--- config.mk ---
export PLATFORM = sky130hd
export DESIGN_NAME = ecc_rnd_subsystem
export DESIGN_NICKNAME = d
export VERILOG_FILES = /design/src/source/ecc_rnd_mode_pkg.sv /design/src/source/ecc_rnd_cfg_pkg.sv /design/src/source/drbg_if.sv /design/src/source/ecc_rnd_subsystem.sv /design/src/source/drbg_sequencer.sv /design/src/source/mix_drbg_core.sv /design/src/source/lfsr_mask_gen.sv
export SDC_FILE = /design/constraint.sdc
export NUM_CORES = 1
export LEC_CHECK = 0
export BUFFER_PORTS_ARGS = -buffer_cell sky130_fd_sc_hd__buf_2
export CORE_MARGIN = 2
export CORE_UTILIZATION = 30
export CTS_BUF_LIST = sky130_fd_sc_hd__clkbuf_16
export DETAILED_ROUTE_END_ITERATION = 8
export GPL_ROUTABILITY_DRIVEN = 0
export HOLD_SLACK_MARGIN = 0.03
export PLACE_DENSITY = 0.52
export SYNTH_ARGS = -nofsm -noshare
export SYNTH_HDL_FRONTEND = slang
export SYNTH_SLANG_ARGS = --single-unit
--- constraint.sdc ---
create_clock -name clk -period 12.6 [get_ports clk]
set_input_delay 2.52 -clock clk [delete_from_list [all_inputs] [get_ports clk]]
set_output_delay 2.52 -clock clk [all_outputs]
set_load 0.005 [all_outputs]
--- src/source/ecc_rnd_mode_pkg.sv ---
// request mode and sequencer states
`default_nettype none

package ecc_rnd_mode_pkg;

    // request mode, same encoding as the engine's command field
    typedef enum logic [1:0] {
        MODE_KEYGEN = 2'b00,
        MODE_SIGN   = 2'b01,
        MODE_DH     = 2'b10
    } rnd_mode_e;

    // ------------------------------------------------------------
    // sequencer FSM
    // ------------------------------------------------------------
    typedef enum logic [3:0] {
        ST_IDLE    = 4'd0,
        // reseed value for the mask LFSR
        ST_RESEED  = 4'd1,
        ST_LAMBDA  = 4'd2,
        ST_SCALAR  = 4'd3,
        // mode decision, no command here
        ST_BRANCH  = 4'd4,
        ST_MASKING = 4'd5,
        ST_KEYGEN  = 4'd6,
        ST_SIGN    = 4'd7,
        ST_DONE    = 4'd8
    } seq_state_e;

endpackage

`default_nettype wire

--- src/source/ecc_rnd_cfg_pkg.sv ---
// random generator core configuration
`default_nettype none

package ecc_rnd_cfg_pkg;

    // ------------------------------------------------------------
    // mixing core constants
    // ------------------------------------------------------------

    // one round per cycle
    localparam int unsigned MIX_ROUNDS = 8;

    // rotate amount of the add step
    localparam int unsigned MIX_ROT_A = 7;
    // shift amount of the xor-shift step
    localparam int unsigned MIX_ROT_B = 11;

    // commands from sequencer to core
    typedef enum logic [1:0] {
        CMD_NONE = 2'b00,
        CMD_INIT = 2'b01,
        CMD_NEXT = 2'b10
    } drbg_cmd_e;

    // default mask LFSR seed, sliced to the data width at the top
    localparam logic [383:0] DEFAULT_MASK_SEED = {
        128'h9e37_79b9_7f4a_7c15_f39c_c060_5ced_c834,
        128'h1082_276b_f3a2_7251_f86c_6a11_d0c1_8e95,
        128'h2767_f0b1_53d2_7b7f_0347_0f4d_6d4c_c5a3
    };

endpackage

`default_nettype wire
--- src/source/drbg_if.sv ---
// sequencer to generator core bus
`default_nettype none

interface drbg_if
    import ecc_rnd_cfg_pkg::*;
#(
    parameter int REG_SIZE = 64
) ();

    // one-cycle command strobe
    drbg_cmd_e             cmd;
    // sampled in the cmd cycle
    logic [REG_SIZE-1:0]   entropy;
    logic [REG_SIZE-1:0]   nonce;

    // level, low while a command runs
    logic                  ready;
    // one-cycle pulse, result valid with it
    logic                  valid;
    logic [REG_SIZE-1:0]   result;

    modport sequencer (
        output cmd,
        output entropy,
        output nonce,
        input  ready,
        input  valid,
        input  result
    );

    modport core (
        input  cmd,
        input  entropy,
        input  nonce,
        output ready,
        output valid,
        output result
    );

endinterface

`default_nettype wire

--- src/source/ecc_rnd_subsystem.sv ---
// elliptic-curve random value subsystem
`default_nettype none

module ecc_rnd_subsystem
    import ecc_rnd_cfg_pkg::*;
    import ecc_rnd_mode_pkg::*;
#(
    parameter int                  REG_SIZE       = 64,
    // largest 64-bit prime by default
    parameter logic [REG_SIZE-1:0] GROUP_ORDER    = 64'hffff_ffff_ffff_ffc5,
    parameter logic [REG_SIZE-1:0] MASK_INIT_SEED = DEFAULT_MASK_SEED[REG_SIZE-1:0]
) (
    input  logic                clk,
    input  logic                reset_n,
    input  logic                zeroize,
    input  logic                en,
    input  rnd_mode_e           mode,
    input  logic [REG_SIZE-1:0] keygen_seed,
    input  logic [REG_SIZE-1:0] keygen_nonce,
    input  logic [REG_SIZE-1:0] priv_key,
    input  logic [REG_SIZE-1:0] hashed_msg,
    input  logic [REG_SIZE-1:0] iv,
    output logic                ready,
    output logic [REG_SIZE-1:0] lambda,
    output logic [REG_SIZE-1:0] scalar_rnd,
    output logic [REG_SIZE-1:0] masking_rnd,
    output logic [REG_SIZE-1:0] drbg
);

    // ------------------------------------------------------------
    // internal wiring
    // ------------------------------------------------------------
    drbg_if #(.REG_SIZE(REG_SIZE)) drbg_bus ();

    logic [REG_SIZE-1:0] mask;
    logic                reseed;
    logic [REG_SIZE-1:0] reseed_value;

    drbg_sequencer #(
        .REG_SIZE (REG_SIZE)
    ) i_drbg_sequencer (
        .clk          (clk),
        .reset_n      (reset_n),
        .zeroize      (zeroize),
        .en           (en),
        .mode         (mode),
        .keygen_seed  (keygen_seed),
        .keygen_nonce (keygen_nonce),
        .priv_key     (priv_key),
        .hashed_msg   (hashed_msg),
        .iv           (iv),
        .drbg_bus     (drbg_bus.sequencer),
        .reseed       (reseed),
        .reseed_value (reseed_value),
        .ready        (ready),
        .lambda       (lambda),
        .scalar_rnd   (scalar_rnd),
        .masking_rnd  (masking_rnd),
        .drbg         (drbg)
    );

    // core and mask generator side by side
    mix_drbg_core #(
        .REG_SIZE    (REG_SIZE),
        .GROUP_ORDER (GROUP_ORDER)
    ) i_mix_drbg_core (
        .clk     (clk),
        .reset_n (reset_n),
        .zeroize (zeroize),
        .drbg    (drbg_bus.core),
        .mask    (mask)
    );

    lfsr_mask_gen #(
        .REG_SIZE       (REG_SIZE),
        .MASK_INIT_SEED (MASK_INIT_SEED)
    ) i_lfsr_mask_gen (
        .clk          (clk),
        .reset_n      (reset_n),
        .zeroize      (zeroize),
        .reseed       (reseed),
        .reseed_value (reseed_value),
        .mask         (mask)
    );

endmodule

`default_nettype wire

--- src/source/drbg_sequencer.sv ---
// random value request sequencer
`default_nettype none

module drbg_sequencer
    import ecc_rnd_cfg_pkg::*;
    import ecc_rnd_mode_pkg::*;
#(
    parameter int REG_SIZE = 64
) (
    input  logic                clk,
    input  logic                reset_n,
    input  logic                zeroize,
    input  logic                en,
    input  rnd_mode_e           mode,
    input  logic [REG_SIZE-1:0] keygen_seed,
    input  logic [REG_SIZE-1:0] keygen_nonce,
    input  logic [REG_SIZE-1:0] priv_key,
    input  logic [REG_SIZE-1:0] hashed_msg,
    input  logic [REG_SIZE-1:0] iv,
    drbg_if.sequencer           drbg_bus,
    output logic                reseed,
    output logic [REG_SIZE-1:0] reseed_value,
    output logic                ready,
    output logic [REG_SIZE-1:0] lambda,
    output logic [REG_SIZE-1:0] scalar_rnd,
    output logic [REG_SIZE-1:0] masking_rnd,
    output logic [REG_SIZE-1:0] drbg
);

    // request counter, replicated into the nonce
    localparam int CNT_W      = 16;
    localparam int NONCE_REPS = REG_SIZE / CNT_W;

    seq_state_e          state;
    seq_state_e          state_next;
    seq_state_e          state_last;

    logic [CNT_W-1:0]    req_cnt;
    logic [REG_SIZE-1:0] counter_nonce;
    logic                en_accept;
    logic                entry;

    drbg_cmd_e           cmd;
    logic [REG_SIZE-1:0] entropy;
    logic [REG_SIZE-1:0] nonce;

    assign en_accept     = en && (state == ST_IDLE) && drbg_bus.ready;
    // first cycle in a state
    assign entry         = (state != state_last);
    assign counter_nonce = {NONCE_REPS{req_cnt}};

    // ------------------------------------------------------------
    // command issue
    // ------------------------------------------------------------
    // one strobe on entry to a working state
    always_comb
    begin
        cmd = CMD_NONE;
        if (entry)
        begin
            case (state)
                ST_RESEED:  cmd = CMD_INIT;
                ST_LAMBDA:  cmd = CMD_NEXT;
                ST_SCALAR:  cmd = CMD_NEXT;
                ST_MASKING: cmd = CMD_NEXT;
                ST_KEYGEN:  cmd = CMD_INIT;
                ST_SIGN:    cmd = CMD_INIT;
                default:    cmd = CMD_NONE;
            endcase
        end
    end

    // iv path for the masking chain, user data for the final init
    always_comb
    begin
        case (state)
            ST_KEYGEN:
            begin
                entropy = keygen_seed;
                nonce   = keygen_nonce;
            end
            ST_SIGN:
            begin
                entropy = priv_key;
                nonce   = hashed_msg;
            end
            default:
            begin
                entropy = iv;
                nonce   = counter_nonce;
            end
        endcase
    end

    assign drbg_bus.cmd     = cmd;
    assign drbg_bus.entropy = entropy;
    assign drbg_bus.nonce   = nonce;

    // ------------------------------------------------------------
    // FSM
    // ------------------------------------------------------------
    always_comb
    begin
        state_next = state;
        case (state)
            ST_IDLE:    if (en_accept)      state_next = ST_RESEED;
            ST_RESEED:  if (drbg_bus.valid) state_next = ST_LAMBDA;
            ST_LAMBDA:  if (drbg_bus.valid) state_next = ST_SCALAR;
            ST_SCALAR:  if (drbg_bus.valid) state_next = ST_BRANCH;
            ST_BRANCH:
            begin
                if (mode == MODE_SIGN)
                    state_next = ST_MASKING;
                else if (mode == MODE_KEYGEN)
                    state_next = ST_KEYGEN;
                else
                    state_next = ST_DONE;
            end
            ST_MASKING: if (drbg_bus.valid) state_next = ST_SIGN;
            ST_KEYGEN:  if (drbg_bus.valid) state_next = ST_DONE;
            ST_SIGN:    if (drbg_bus.valid) state_next = ST_DONE;
            default:    state_next = ST_IDLE;
        endcase
    end

    always_ff @(posedge clk or negedge reset_n)
    begin
        if (!reset_n)
        begin
            state      <= ST_IDLE;
            state_last <= ST_IDLE;
            req_cnt    <= '0;
        end
        else if (zeroize)
        begin
            state      <= ST_IDLE;
            state_last <= ST_IDLE;
            req_cnt    <= '0;
        end
        else
        begin
            state      <= state_next;
            state_last <= state;
            // counts requests, not cycles
            if (en_accept)
            begin
                req_cnt <= req_cnt + 1'b1;
            end
        end
    end

    // ------------------------------------------------------------
    // result capture
    // ------------------------------------------------------------
    always_ff @(posedge clk or negedge reset_n)
    begin
        if (!reset_n)
        begin
            lambda      <= '0;
            scalar_rnd  <= '0;
            masking_rnd <= '0;
            drbg        <= '0;
        end
        else if (zeroize)
        begin
            lambda      <= '0;
            scalar_rnd  <= '0;
            masking_rnd <= '0;
            drbg        <= '0;
        end
        else if (drbg_bus.valid)
        begin
            case (state)
                ST_LAMBDA:  lambda      <= drbg_bus.result;
                ST_SCALAR:  scalar_rnd  <= drbg_bus.result;
                ST_MASKING: masking_rnd <= drbg_bus.result;
                ST_KEYGEN:  drbg        <= drbg_bus.result;
                ST_SIGN:    drbg        <= drbg_bus.result;
                default:    ;
            endcase
        end
    end

    // reseed result goes straight to the mask generator
    assign reseed       = drbg_bus.valid && (state == ST_RESEED);
    assign reseed_value = drbg_bus.result;

    assign ready = (state == ST_IDLE);

endmodule

`default_nettype wire

--- src/source/mix_drbg_core.sv ---
// iterated mixing generator core
`default_nettype none

module mix_drbg_core
    import ecc_rnd_cfg_pkg::*;
#(
    parameter int                  REG_SIZE    = 64,
    parameter logic [REG_SIZE-1:0] GROUP_ORDER = 64'hffff_ffff_ffff_ffc5
) (
    input  logic                clk,
    input  logic                reset_n,
    input  logic                zeroize,
    drbg_if.core                drbg,
    input  logic [REG_SIZE-1:0] mask
);

    localparam int CNT_W = (MIX_ROUNDS > 1) ? $clog2(MIX_ROUNDS) : 1;

    // ------------------------------------------------------------
    // round helpers
    // ------------------------------------------------------------
    function automatic logic [REG_SIZE-1:0] rotl(
        input logic [REG_SIZE-1:0] x,
        input int unsigned         n
    );
        return (x << n) | (x >> (REG_SIZE - n));
    endfunction

    // xor key, add rotated copy, xor-shift
    function automatic logic [REG_SIZE-1:0] mix_round(
        input logic [REG_SIZE-1:0] v,
        input logic [REG_SIZE-1:0] k
    );
        logic [REG_SIZE-1:0] t;
        t = v ^ k;
        t = t + rotl(t, MIX_ROT_A);
        t = t ^ (t >> MIX_ROT_B);
        return t;
    endfunction

    // one conditional subtraction into the group order
    function automatic logic [REG_SIZE-1:0] reduce(input logic [REG_SIZE-1:0] v);
        return (v >= GROUP_ORDER) ? (v - GROUP_ORDER) : v;
    endfunction

    // key and masked value
    logic [REG_SIZE-1:0] key_q;
    logic [REG_SIZE-1:0] v_masked_q;
    // mask word that v_masked_q was stored under
    logic [REG_SIZE-1:0] mask_q;

    logic [CNT_W-1:0]    round_cnt;
    logic                busy;
    logic                valid_q;
    logic [REG_SIZE-1:0] result_q;

    logic [REG_SIZE-1:0] v_plain;
    logic [REG_SIZE-1:0] v_next;
    logic                last_round;

    // unmasked only inside this cone
    assign v_plain    = v_masked_q ^ mask_q;
    assign v_next     = mix_round(v_plain, key_q);
    assign last_round = (round_cnt == CNT_W'(MIX_ROUNDS - 1));

    // ------------------------------------------------------------
    // control and state
    // ------------------------------------------------------------
    // cmd edge loads, MIX_ROUNDS round edges, then one valid cycle
    always_ff @(posedge clk or negedge reset_n)
    begin
        if (!reset_n)
        begin
            busy       <= 1'b0;
            valid_q    <= 1'b0;
            round_cnt  <= '0;
            key_q      <= '0;
            v_masked_q <= '0;
            mask_q     <= '0;
        end
        else if (zeroize)
        begin
            busy       <= 1'b0;
            valid_q    <= 1'b0;
            round_cnt  <= '0;
            key_q      <= '0;
            v_masked_q <= '0;
            mask_q     <= '0;
        end
        else
        begin
            valid_q <= 1'b0;
            if (!busy)
            begin
                if (drbg.cmd == CMD_INIT)
                begin
                    key_q      <= drbg.entropy ^ rotl(drbg.nonce, MIX_ROT_A);
                    v_masked_q <= drbg.nonce ^ mask;
                    mask_q     <= mask;
                    round_cnt  <= '0;
                    busy       <= 1'b1;
                end
                else if (drbg.cmd == CMD_NEXT)
                begin
                    // continue from current V, fresh mask only
                    v_masked_q <= v_plain ^ mask;
                    mask_q     <= mask;
                    round_cnt  <= '0;
                    busy       <= 1'b1;
                end
            end
            else if (valid_q)
            begin
                // ready again the cycle after valid
                busy <= 1'b0;
            end
            else
            begin
                // re-mask every round
                v_masked_q <= v_next ^ mask;
                mask_q     <= mask;
                round_cnt  <= round_cnt + 1'b1;
                if (last_round)
                begin
                    valid_q <= 1'b1;
                end
            end
        end
    end

    // result register, written with the last round
    always_ff @(posedge clk)
    begin
        if (busy && !valid_q && last_round)
        begin
            result_q <= reduce(v_next);
        end
    end

    assign drbg.ready  = ~busy;
    assign drbg.valid  = valid_q;
    assign drbg.result = result_q;

endmodule

`default_nettype wire

--- src/source/lfsr_mask_gen.sv ---
// mask word generator
`default_nettype none

module lfsr_mask_gen #(
    parameter int                  REG_SIZE       = 64,
    parameter logic [REG_SIZE-1:0] MASK_INIT_SEED = 64'h2767_f0b1_53d2_c5a3
) (
    input  logic                clk,
    input  logic                reset_n,
    input  logic                zeroize,
    input  logic                reseed,
    input  logic [REG_SIZE-1:0] reseed_value,
    output logic [REG_SIZE-1:0] mask
);

    // ------------------------------------------------------------
    // feedback taps
    // ------------------------------------------------------------
    // x^16+x^15+x^13+x^4+1 pattern anchored at the top bit
    // top tap always set so a nonzero state never goes to zero
    localparam logic [REG_SIZE-1:0] TAPS =
        (REG_SIZE'(1) << (REG_SIZE - 1)) |
        (REG_SIZE'(1) << (REG_SIZE - 2)) |
        (REG_SIZE'(1) << (REG_SIZE - 4)) |
        (REG_SIZE'(1) << (REG_SIZE - 13));

    logic [REG_SIZE-1:0] lfsr_q;
    logic [REG_SIZE-1:0] lfsr_step;
    logic [REG_SIZE-1:0] lfsr_load;

    // galois step, shift right and fold taps on lsb
    assign lfsr_step = {1'b0, lfsr_q[REG_SIZE-1:1]} ^ (lfsr_q[0] ? TAPS : '0);

    // reseed mixes into current state
    // all-zero load would lock up, fall back to seed
    always_comb
    begin
        lfsr_load = reseed_value ^ lfsr_q;
        if (lfsr_load == '0)
        begin
            lfsr_load = MASK_INIT_SEED;
        end
    end

    always_ff @(posedge clk or negedge reset_n)
    begin
        if (!reset_n)
        begin
            lfsr_q <= MASK_INIT_SEED;
        end
        else if (zeroize)
        begin
            lfsr_q <= MASK_INIT_SEED;
        end
        else if (reseed)
        begin
            lfsr_q <= lfsr_load;
        end
        else
        begin
            lfsr_q <= lfsr_step;
        end
    end

    // fresh word every cycle
    assign mask = lfsr_q;

endmodule

`default_nettype wire

# Word level (Yosys, flattened, before mapping)
# Index checks and enable logic that the tools add are counted.
# word_totals
register_bits	605
latchBits	0
mem_bits_rw	0
rom_bits	0
inputBits	326
output_inout_bits	257
elab_cells	140
mem_count	0
# op_classes
n_addsub	4
mul	0
div	0
magnitude_cmp	1
eq_ne	20
shift	0
muxes	61
bitwise_logic	12
reduce_logical	27
# op_table
op	n
64-bit 2-to-1 mux	30
64-bit XOR	7
64-bit case mux with 2 select lines	2
64-bit by 7-bit OR with 64-bit output	2
64-bit adder	1
64-bit greater-or-equal comparator (second input constant)	1
64-bit logical NOT	1
64-bit subtractor (second input constant)	1
63-bit by 64-bit XOR with 64-bit output	1
64-bit by 53-bit XOR with 64-bit output	1
4-bit 2-to-1 mux	10
16-bit 2-to-1 mux	2
4-bit case mux with 7 select lines	1
16-bit by 1-bit adder with 16-bit output (second input constant)	1
4-bit by 3-bit equality test with 1-bit output (second input constant)	4
3-bit 2-to-1 mux	5
3-bit by 2-bit inequality test with 1-bit output (second input constant)	5
2-bit nonzero test	7
2-bit AND reduction	6
1-bit 2-to-1 mux	9
4-bit by 2-bit equality test with 1-bit output (second input constant)	2
6-bit AND reduction	1
3-bit OR reduction	2
1-bit logical AND	5
other kinds (17)	18

# Longest topological paths before layout
# Gate-level depths: netlist (run 1).
# logic_depth
word_depth	9
depth_mapped	20
depth_no_buf	18

# Hierarchy
# From an unflattened synthesis (run 1), not the netlist that was laid out.
# hier_totals
hier_cells	4266
area_unflattened_um2	37118.1
# modules_own_cells
mod	n_inst	cells_per_inst	area_each_um2	seq_area_each_um2
mix_drbg_core	1	2266	19772.7	6851.6
drbg_sequencer	1	1694	14104.8	7006.7
lfsr_mask_gen	1	306	3240.6	1639.1

# Worst setup path before layout (run 1)
# No wires, ideal clock.
# synth_timing
kind	register -> register
startpoint	reg i_mix_drbg_core.mask_q[57]
endpoint	reg i_mix_drbg_core.result_q[63] (netlist: i_mix_drbg_core.drbg.result[63]), data pin
setup_time_ns	0.278
t_arrival_ns	4.677
required_time_ns	12.322
path_slack_ns	7.646
path_stages_with_launch	19
n_path_buf	2
synth_period_minus_slack_ns	4.954
path_cell_list	dfrtp_1 > xnor2_1 > xnor2_1 > ha_1 > inv_1 > fa_1 > nand2b_1 > a21oi_1 > o211ai_1 > a2111o_1 > a21boi_1 > nor2_1 > or4b_1 > or4b_1 > or4_1 > buf_2 > nor4_4 > buf_2 > a21oi_1
# synth_between
elab_chain_cells	7
elab_cells_between_ends	8
classes_between	add/sub (2); order compare (1); mux (1); bitwise (4)
# synth_rtl
item	line_no	source
start: declaration	mix_drbg_core.sv:50	logic [REG_SIZE-1:0] mask_q;
start signal: assignment	mix_drbg_core.sv:99	mask_q <= mask;
start signal: assignment	mix_drbg_core.sv:107	mask_q <= mask;
start signal: assignment	mix_drbg_core.sv:121	mask_q <= mask;
64-bit XOR *	mix_drbg_core.sv:62	assign v_plain = v_masked_q ^ mask_q;
64-bit XOR *	mix_drbg_core.sv:35	t = v ^ k;
64-bit by 7-bit OR with 64-bit output	mix_drbg_core.sv:26	return (x << n) | (x >> (REG_SIZE - n));
64-bit adder *	mix_drbg_core.sv:36	t = t + rotl(t, MIX_ROT_A);
64-bit by 53-bit XOR with 64-bit output *	mix_drbg_core.sv:37	t = t ^ (t >> MIX_ROT_B);
64-bit subtractor or 64-bit greater-or-equal comparator (tied branches)	mix_drbg_core.sv:43	return (v >= GROUP_ORDER) ? (v - GROUP_ORDER) : v;
64-bit 2-to-1 mux *	mix_drbg_core.sv:43	
end signal: assignment	mix_drbg_core.sv:136	result_q <= reduce(v_next);
end: declaration	mix_drbg_core.sv:55	logic [REG_SIZE-1:0] result_q;
# Every way passes the cells marked *; elsewhere a longest branch is shown, timed or not.
# A chain may end at the register's enable or synchronous reset.

# Final worst setup path (run 1)
# layout_timing
startpoint	reg i_mix_drbg_core.v_masked_q[15]
endpoint	reg i_mix_drbg_core.result_q[49] (netlist: i_mix_drbg_core.drbg.result[49]), data pin
# layout_between
elab_chain_cells	7
elab_cells_between_ends	8
classes_between	add/sub (2); order compare (1); mux (1); bitwise (4)
# layout_rtl
item	line_no	source
start: declaration	mix_drbg_core.sv:48	logic [REG_SIZE-1:0] v_masked_q;
start signal: assignment	mix_drbg_core.sv:98	v_masked_q <= drbg.nonce ^ mask;
start signal: assignment	mix_drbg_core.sv:106	v_masked_q <= v_plain ^ mask;
start signal: assignment	mix_drbg_core.sv:120	v_masked_q <= v_next ^ mask;
64-bit XOR *	mix_drbg_core.sv:62	
64-bit XOR *	mix_drbg_core.sv:35	
64-bit by 7-bit OR with 64-bit output	mix_drbg_core.sv:26	
64-bit adder *	mix_drbg_core.sv:36	
64-bit by 53-bit XOR with 64-bit output *	mix_drbg_core.sv:37	
64-bit subtractor or 64-bit greater-or-equal comparator (tied branches)	mix_drbg_core.sv:43	
64-bit 2-to-1 mux *	mix_drbg_core.sv:43	
# Marks and branches as above.

==> metrics.md, run 1 <==
| Metric | Value |
|---|---|
| P_leak | `18.3 nW` |
| Final period utilization | `0.537` |
| Vias/cell | `5.45` |
| Synthesis-stage register bit count | `605` |
| Worst Setup End Kind | `flop` |
| Average size of a mapped cell | `approximately 8.7 sq um` |
| CTS resizes | `0` |
| DIE HEIGHT | `348 microns` |
| Largest net degree at the start of global routing | `between 100 and 150` |
| Post-layout minimum cycle time | `6.77 ns` |
| Worst path arrival time | `7.14 ns` |
| Gate Count Post-Synth | `4,077` |
| Fin Setup TNS | `0 ns` |
| Layout Area Growth over Synthesis | `18.7%` |
| # setup viols final | `0` |
| Worst vdd ir | `between 0.0003 and 0.0004 V` |
| RR Startpoint | `i_mix_drbg_core.v_masked_q[15]` |
| Routed WL | `around 160 mm` |
| # clock sinks | `605` |
| Worst-Skew Late Latency | `0.67 ns` |
| Register area share after synthesis | `0.436` |
| # nets final | `~4.9k` |
| DR DRC count | `0` |
| Clock Path Buffers | `3` |
| HP Class | `flop to flop` |
| Max Fanout on Critical Path | `59` |
| Number of fill cells | `approximately 12k` |
| CP max-delay cell | `a211oi_1` |
| Most used DFF post-synth | `dfrtp_1` |
| Number of global-route vias before repair | `31.7k` |
| Post-Synthesis Cell Area | `0.0355 sq mm` |
| CTS clk-pin slew, worst paths | `around 0.060 ns` |
| Routed WL per cell | `25.9 microns` |
| Element type at the critical path start | `flop` |
| Ys Warns | `0` |
| Synth async-reset ratio | `0.894` |
| Remaining antenna violation count | `0` |
| Top cell type by total area after synthesis | `dfrtp_1` |
| Num CTS Buffers | `71` |
| Core area | `0.118 sq mm` |
| GRT overflow | `0` |
| First-pass GRT wire length | `227 mm` |
| Worst setup path startpoint | `i_mix_drbg_core.v_masked_q[15]` |
| Required time of the critical path | `about 13 ns` |
| Hold_sp | `i_mix_drbg_core.round_cnt[2]` |
| Full die area | `around 0.12 sq mm` |
| H-tree levels | `3` |
| Most frequent CP cell | `xnor2_1` |
| Initial antenna violation count | `3` |
| I/O pin cnt | `583` |
| DP Wirelength | `121 mm` |
| Layout cell share with drive strength beyond 1 | `0.178` |
| Initial DRC count | `3,685` |
| Post-CTS Hold Fix Bufs | `0` |
| Run status | `complete, no violations` |
| Number of port buffers | `582` |
| Pre-antenna DRT Iters | `6` |
| CTS root buf | `clkbuf_16` |
| Share of the synthesized area in the top cell type | `0.360` |
| # rows | `between 100 and 150` |
| Largest cells by area after synthesis | `dfrtp_1, nand2_1, xnor2_1` |
| MaxCap Viol Count | `0` |
| Setup bufs post-CTS | `0` |
| Max-slew headroom | `0.198` |
| Die W | `348 microns` |
| Max Fclk | `0.148 GHz` |
| Setup CP Type | `flop to flop` |
| Final Skew | `just under 0.02 ns` |
| Syn Nets | `4,474` |
| Global Route Usage Sum | `0.254` |
| Post-synth cell types | `80` |
| Vias | `33.3k` |
| Worst Tran Pin Value | `1.20 ns` |
| Cell Pwr Density | `358 mW/mm^2` |
| Hold Violations, Final | `0` |
| RSZ-0062 raised after global routing | `no` |
| CP max stage delay | `between 0.8 and 0.9 ns` |
| Final Core Density | `0.358` |
| Number of synthesized flops with an enable pin | `64` |
| Effective utilization at floorplan | `0.302` |
| CTS tree | `yes` |
| Crit-path cells | `xnor2_1 > xnor2_1 > ha_1 > a21oi_1 > o21ai_1 > a311oi_1 > a211oi_1 > a211oi_1 > xnor2_1 > nand4b_1 > a2111oi_0 > or4b_1 > nor4_4 > buf_4 > a21oi_1` |
| Slew Viols, Final | `0` |
==> per-layer routing <==
layer | routed length [microns] | GRT usage
met5 | 38 | 0
met4 | 6070 | 0.0887
met3 | 15200 | 0.0636
met2 | 68800 | 0.387
met1 | 68200 | 0.350
==> cell usage in the layout (no fill, tap or decap), drive strengths merged, types with 70 or more instances in the layout <==
| master | instances |
|---|---|
| a211oi | 102 |
| xor2 | 85 |
| a21oi | 539 |
| mux2i | 143 |
| xnor2 | 331 |
| o21ai | 275 |
| buf | 642 |
| nand2 | 850 |
| clkbuf | 72 |
| nor2 | 231 |
| ha | 70 |
| dfrtp | 511 |
==> area by class of cell <==
type	count	area (sq um)	area share
multi-input cells	3170	19000	0.450
flip-flops and latches	605	15500	0.367
repair buffers	642	3410	0.0808
well taps	1536	1920	0.0456
clock buffers	72	1800	0.0427
clock inverters	53	459	0.0109
inverters	26	97.6	0.00231
diodes	1	2.50	0.0000593
==> kinds of logic (layout without fill, tap and decap cells) <==
family                     Yosys count  after routing  share of synthesized area
other                                0              1                          0
xor gates and xnor gates           421            421                      0.106
buffers and inverters              302            793                     0.0326
adders and majority gates           71             71                     0.0252
AOI/OAI and AO/OA                 1184           1184                      0.198
DFF                                605            605                      0.436
muxes                              146            146                     0.0412
and+or+nand+nor                   1348           1348                      0.161
==> stage by stage <==
stage                     power [mW]  setup WS (ns)  std cells  area [sq um]  hold WS [ns]
after global placement          12.6           5.39       5979         39900         0.473
after global routing            15.7           5.69       6104         42200         0.513
after floorplan                 8.90           7.65       4077         35500         0.455
final                           15.1           5.83       6105         42200         0.497
after detailed placement        12.6           6.11       5979         39900         0.486
after CTS                       14.7           6.14       6104         42200         0.500
==> registers in the layout, indices dropped and copies added (netlist names) <==
name	cells
i_mix_drbg_core.drbg.valid	1
i_mix_drbg_core.busy	1
i_drbg_sequencer.state	4
i_drbg_sequencer.drbg	64
i_drbg_sequencer.lambda	64
i_mix_drbg_core.mask_q	64
i_drbg_sequencer.state_last	4
i_drbg_sequencer.scalar_rnd	64
i_drbg_sequencer.masking_rnd	64
i_mix_drbg_core.key_q	64
i_mix_drbg_core.v_masked_q	64
i_drbg_sequencer.req_cnt	16
i_mix_drbg_core.drbg.result	64
i_mix_drbg_core.round_cnt	3
i_lfsr_mask_gen.mask	64
==> critical path, delay by kind of cell (launching register included) <==
family | cells | cell delay (ns)
adders and majority gates | 1 | 0.42
xor gates and xnor gates | 3 | 1.07
and+or+nand+nor | 3 | 1.24
buffers and inverters | 1 | 0.57
DFF | 1 | 0.39
AOI/OAI and AO/OA | 7 | 2.76
==> power by group <==
| part | internal (mW) | switching (mW) | total (mW) |
|---|---|---|---|
| clock network | 1.15 | 0.902 | 2.05 |
| registers | 2.49 | 0.257 | 2.75 |
| logic | 3.28 | 7.02 | 10.3 |
| total | 6.92 | 8.17 | 15.1 |
==> cell usage after synthesis (67+ instances only) <==
| cell type | count |
|---|---|
| nand2_1 | 850 |
| a21oi_1 | 539 |
| dfrtp_1 | 511 |
| xnor2_1 | 331 |
| o21ai_0 | 254 |
| clkbuf_1 | 232 |
| nor2_1 | 231 |
| mux2i_1 | 143 |
| a211oi_1 | 101 |
| xor2_1 | 85 |
| ha_1 | 70 |
| a22o_1 | 67 |
==> final timing paths <==
| check | endpoint | slack [ns] | cells after the start |
|---|---|---|---|
| max | i_mix_drbg_core.drbg.result[49] | 5.83 | 15 |
| min | i_mix_drbg_core.round_cnt[2] | 0.50 | 2 |
| max reg2reg | i_mix_drbg_core.drbg.result[49] | 5.83 | 15 |
| min reg2reg | i_mix_drbg_core.round_cnt[2] | 0.50 | 2 |
| max in group asynchronous | i_mix_drbg_core.v_masked_q[8] | 8.44 | 3 |
| min in group asynchronous | i_drbg_sequencer.lambda[43] | 1.84 | 1 |
Power figures use the tool's default switching activity.
==> inputs of run 2 (changes only) <==
==> constraint.sdc (replaced) <==
create_clock -name clk -period 6.9 [get_ports clk]
set_input_delay 1.38 -clock clk [delete_from_list [all_inputs] [get_ports clk]]
set_output_delay 1.38 -clock clk [all_outputs]
set_load 0.005 [all_outputs]
==> run 2 against run 1 <==
Net effect: clock skew grew 0.010 ns; critical path type unchanged; flip-flop and latch count stayed put; register-to-register slack worse by 5.1 ns; power rose by 85%; design area increased by 0.30%; global-route usage down 0.20 points; combinational power rose by 84%; die area unchanged; via count is 0.15% higher.
==> metrics.md, run 2 (synthesis gave the netlist of run 1 again) <==
| Metric | Value |
|---|---|
| Fin Setup TNS | `0 ns (unchanged)` |
| Max Fanout on Critical Path | `33 (-44%)` |
| Vias | `33.3k (+0.15%)` |
| Post-layout minimum cycle time | `6.17 ns (-0.602 ns)` |
| First-pass GRT wire length | `225 mm (-0.78%)` |
| # nets final | `4,918 (+0.10%)` |
| Pre-antenna DRT Iters | `6 (unchanged)` |
| Worst vdd ir | `0.000512 V (+67%)` |
| Cell Pwr Density | `658 mW/mm^2 (+84%)` |
| Full die area | `0.121 sq mm (unchanged)` |
| Worst-Skew Late Latency | `0.67 ns (about the same)` |
| Element type at the critical path start | `flop` |
| Max-slew headroom | `0.206 (+0.00770)` |
| Register area | `0.0155 sq mm (unchanged)` |
| Global Route Usage Sum | `0.252 (-0.00201)` |
| Number of fill cells | `12.3k (+0.76%)` |
| Setup bufs post-CTS | `0 (unchanged)` |
| Met3 GRT Util | `0.0533 (-0.0103)` |
| Final Skew | `0.0297 ns (+0.00998 ns)` |
| DP Wirelength | `121 mm (-0.29%)` |
| Worst Tran Pin Value | `1.19 ns (-0.0115 ns)` |
| Most common cell after layout, fill and taps aside | `nand2_1` |
| Initial antenna violation count | `6 (+3)` |
| Core area | `0.118 sq mm (unchanged)` |
| Vias/cell | `5.45 (about the same)` |
| HP Class | `flop to flop` |
| DR DRC count | `0 (unchanged)` |
| CTS clk-pin slew, worst paths | `0.06 ns (about the same)` |
| Initial DRC count | `3,422 (-7.1%)` |
| Hold Violations, Final | `0 (unchanged)` |
| Multi-input logic area | `0.0190 sq mm (about the same)` |
| DIE HEIGHT | `348 microns (unchanged)` |
| Final period utilization | `0.894 (+0.357)` |
| CTS tree | `yes` |
| Max Fclk | `0.162 GHz (+9.8%)` |
| # rows | `126 (unchanged)` |
| Clock Path Buffers | `3 (unchanged)` |
| Routed WL | `158 mm (-0.22%)` |
| H-tree levels | `3 (unchanged)` |
| RSZ-0062 raised after global routing | `no` |
| Remaining antenna violation count | `0 (unchanged)` |
| I/O pin cnt | `583 (unchanged)` |
| Worst Setup End Kind | `flop` |
| Slew Viols, Final | `0 (unchanged)` |
| Setup CP Type | `flop to flop` |
| Met2 Resource Use GR | `0.384 (-0.00301)` |
| Commonest cells after routing, fill and taps aside | `nand2_1, buf_2, a21oi_1` |
| CTS root buf | `clkbuf_16` |
| Die W | `348 microns (unchanged)` |
| Number of port buffers | `582 (unchanged)` |
| GRT busiest layer | `met2` |
| Effective utilization at floorplan | `0.302 (unchanged)` |
| # clock sinks | `605 (unchanged)` |
| Number of global-route vias before repair | `31.6k (-0.35%)` |
| Layout Area Growth over Synthesis | `19.1%` |
| Run status | `complete, no violations` |
| Final Core Density | `0.359 (+0.00108)` |
| R2R setup slack | `0.73 ns (-5.10 ns)` |
| GR met1 Demand/Resource | `0.346 (-0.00386)` |
| Routed WL per cell | `25.8 microns (-0.39%)` |
| Num CTS Buffers | `74 (+4.2%)` |
| P_leak | `18.4 nW (+0.37%)` |
| CTS resizes | `0 (unchanged)` |
| Worst path arrival time | `6.53 ns (-0.61 ns)` |
| Post-CTS Hold Fix Bufs | `0 (unchanged)` |
| GRT overflow | `0 (unchanged)` |
| Required time of the critical path | `7.26 ns (-5.71 ns)` |
| MaxCap Viol Count | `0 (unchanged)` |
| Largest net degree at the start of global routing | `167 (+18%)` |
| Layout cell share with drive strength beyond 1 | `0.178 (about the same)` |
| # setup viols final | `0 (unchanged)` |
run 2: final timing paths:
check	from	endpoint	cells past startpoint
max in group asynchronous	reset_n	i_drbg_sequencer.drbg[11]	2
hold / removal	i_mix_drbg_core.round_cnt[2]	i_mix_drbg_core.round_cnt[2]	2
setup / recovery	i_mix_drbg_core.v_masked_q[34]	i_mix_drbg_core.drbg.result[54]	16
setup reg to reg	i_mix_drbg_core.v_masked_q[34]	i_mix_drbg_core.drbg.result[54]	16
min in group asynchronous	reset_n	i_drbg_sequencer.drbg[36]	1
hold reg to reg	i_mix_drbg_core.round_cnt[2]	i_mix_drbg_core.round_cnt[2]	2
run 2: through the flow:
step,cell area (sq um),hold slack [ns],power [mW],instances,setup slack [ns]
final,42300,0.489,27.9,6115,0.730
after global routing,42300,0.523,28.9,6114,0.626
after CTS,42300,0.494,27.2,6114,0.937
after detailed placement,40000,0.481,23.3,5981,0.941
after global placement,40000,0.466,23.2,5980,0.490
after floorplan,35500,0.455,16.3,4077,1.95
run 2: final cells by class:
cell class,instances,area share
Inverter,26,0.00231
Antenna cell,1,0.0000591
Multi-Input combinational cell,3170,0.449
Clock inverter,59,0.0112
Sequential cell,605,0.366
Timing Repair Buffer,644,0.0821
Clock buffer,74,0.0438
Tap cell,1536,0.0454
run 2: metal layers:
layer,vias to the layer above,part of all wire
li1,15200,-
met4,8,0.046
met3,328,0.084
met1,16200,0.43
met5,-,0.00030
met2,1570,0.43
run 2: power by group:
part | switching, mW | total, mW | leakage (nW) | internal (mW)
Combinational | 12.9 | 19.0 | 9.31 | 6.05
Clock | 1.66 | 3.81 | 1.19 | 2.15
Sequential | 0.520 | 5.07 | 7.91 | 4.55
Total | 15.1 | 27.9 | 18.4 | 12.7
run 2: worst max-delay path, cell delays in order, from the launching register on:
cell	delay, ns
dfrtp_1	0.40
xnor2_1	0.21
xnor2_1	0.66
ha_1	0.45
a21oi_1	0.21
o21ai_1	0.19
a22o_1	0.32
or3_1	0.33
o311ai_1	0.33
nor3_1	0.12
buf_4	0.18
or4b_1	0.54
or4b_1	0.47
or4_1	0.64
nor4_4	0.28
buf_4	0.37
a21oi_1	0.14
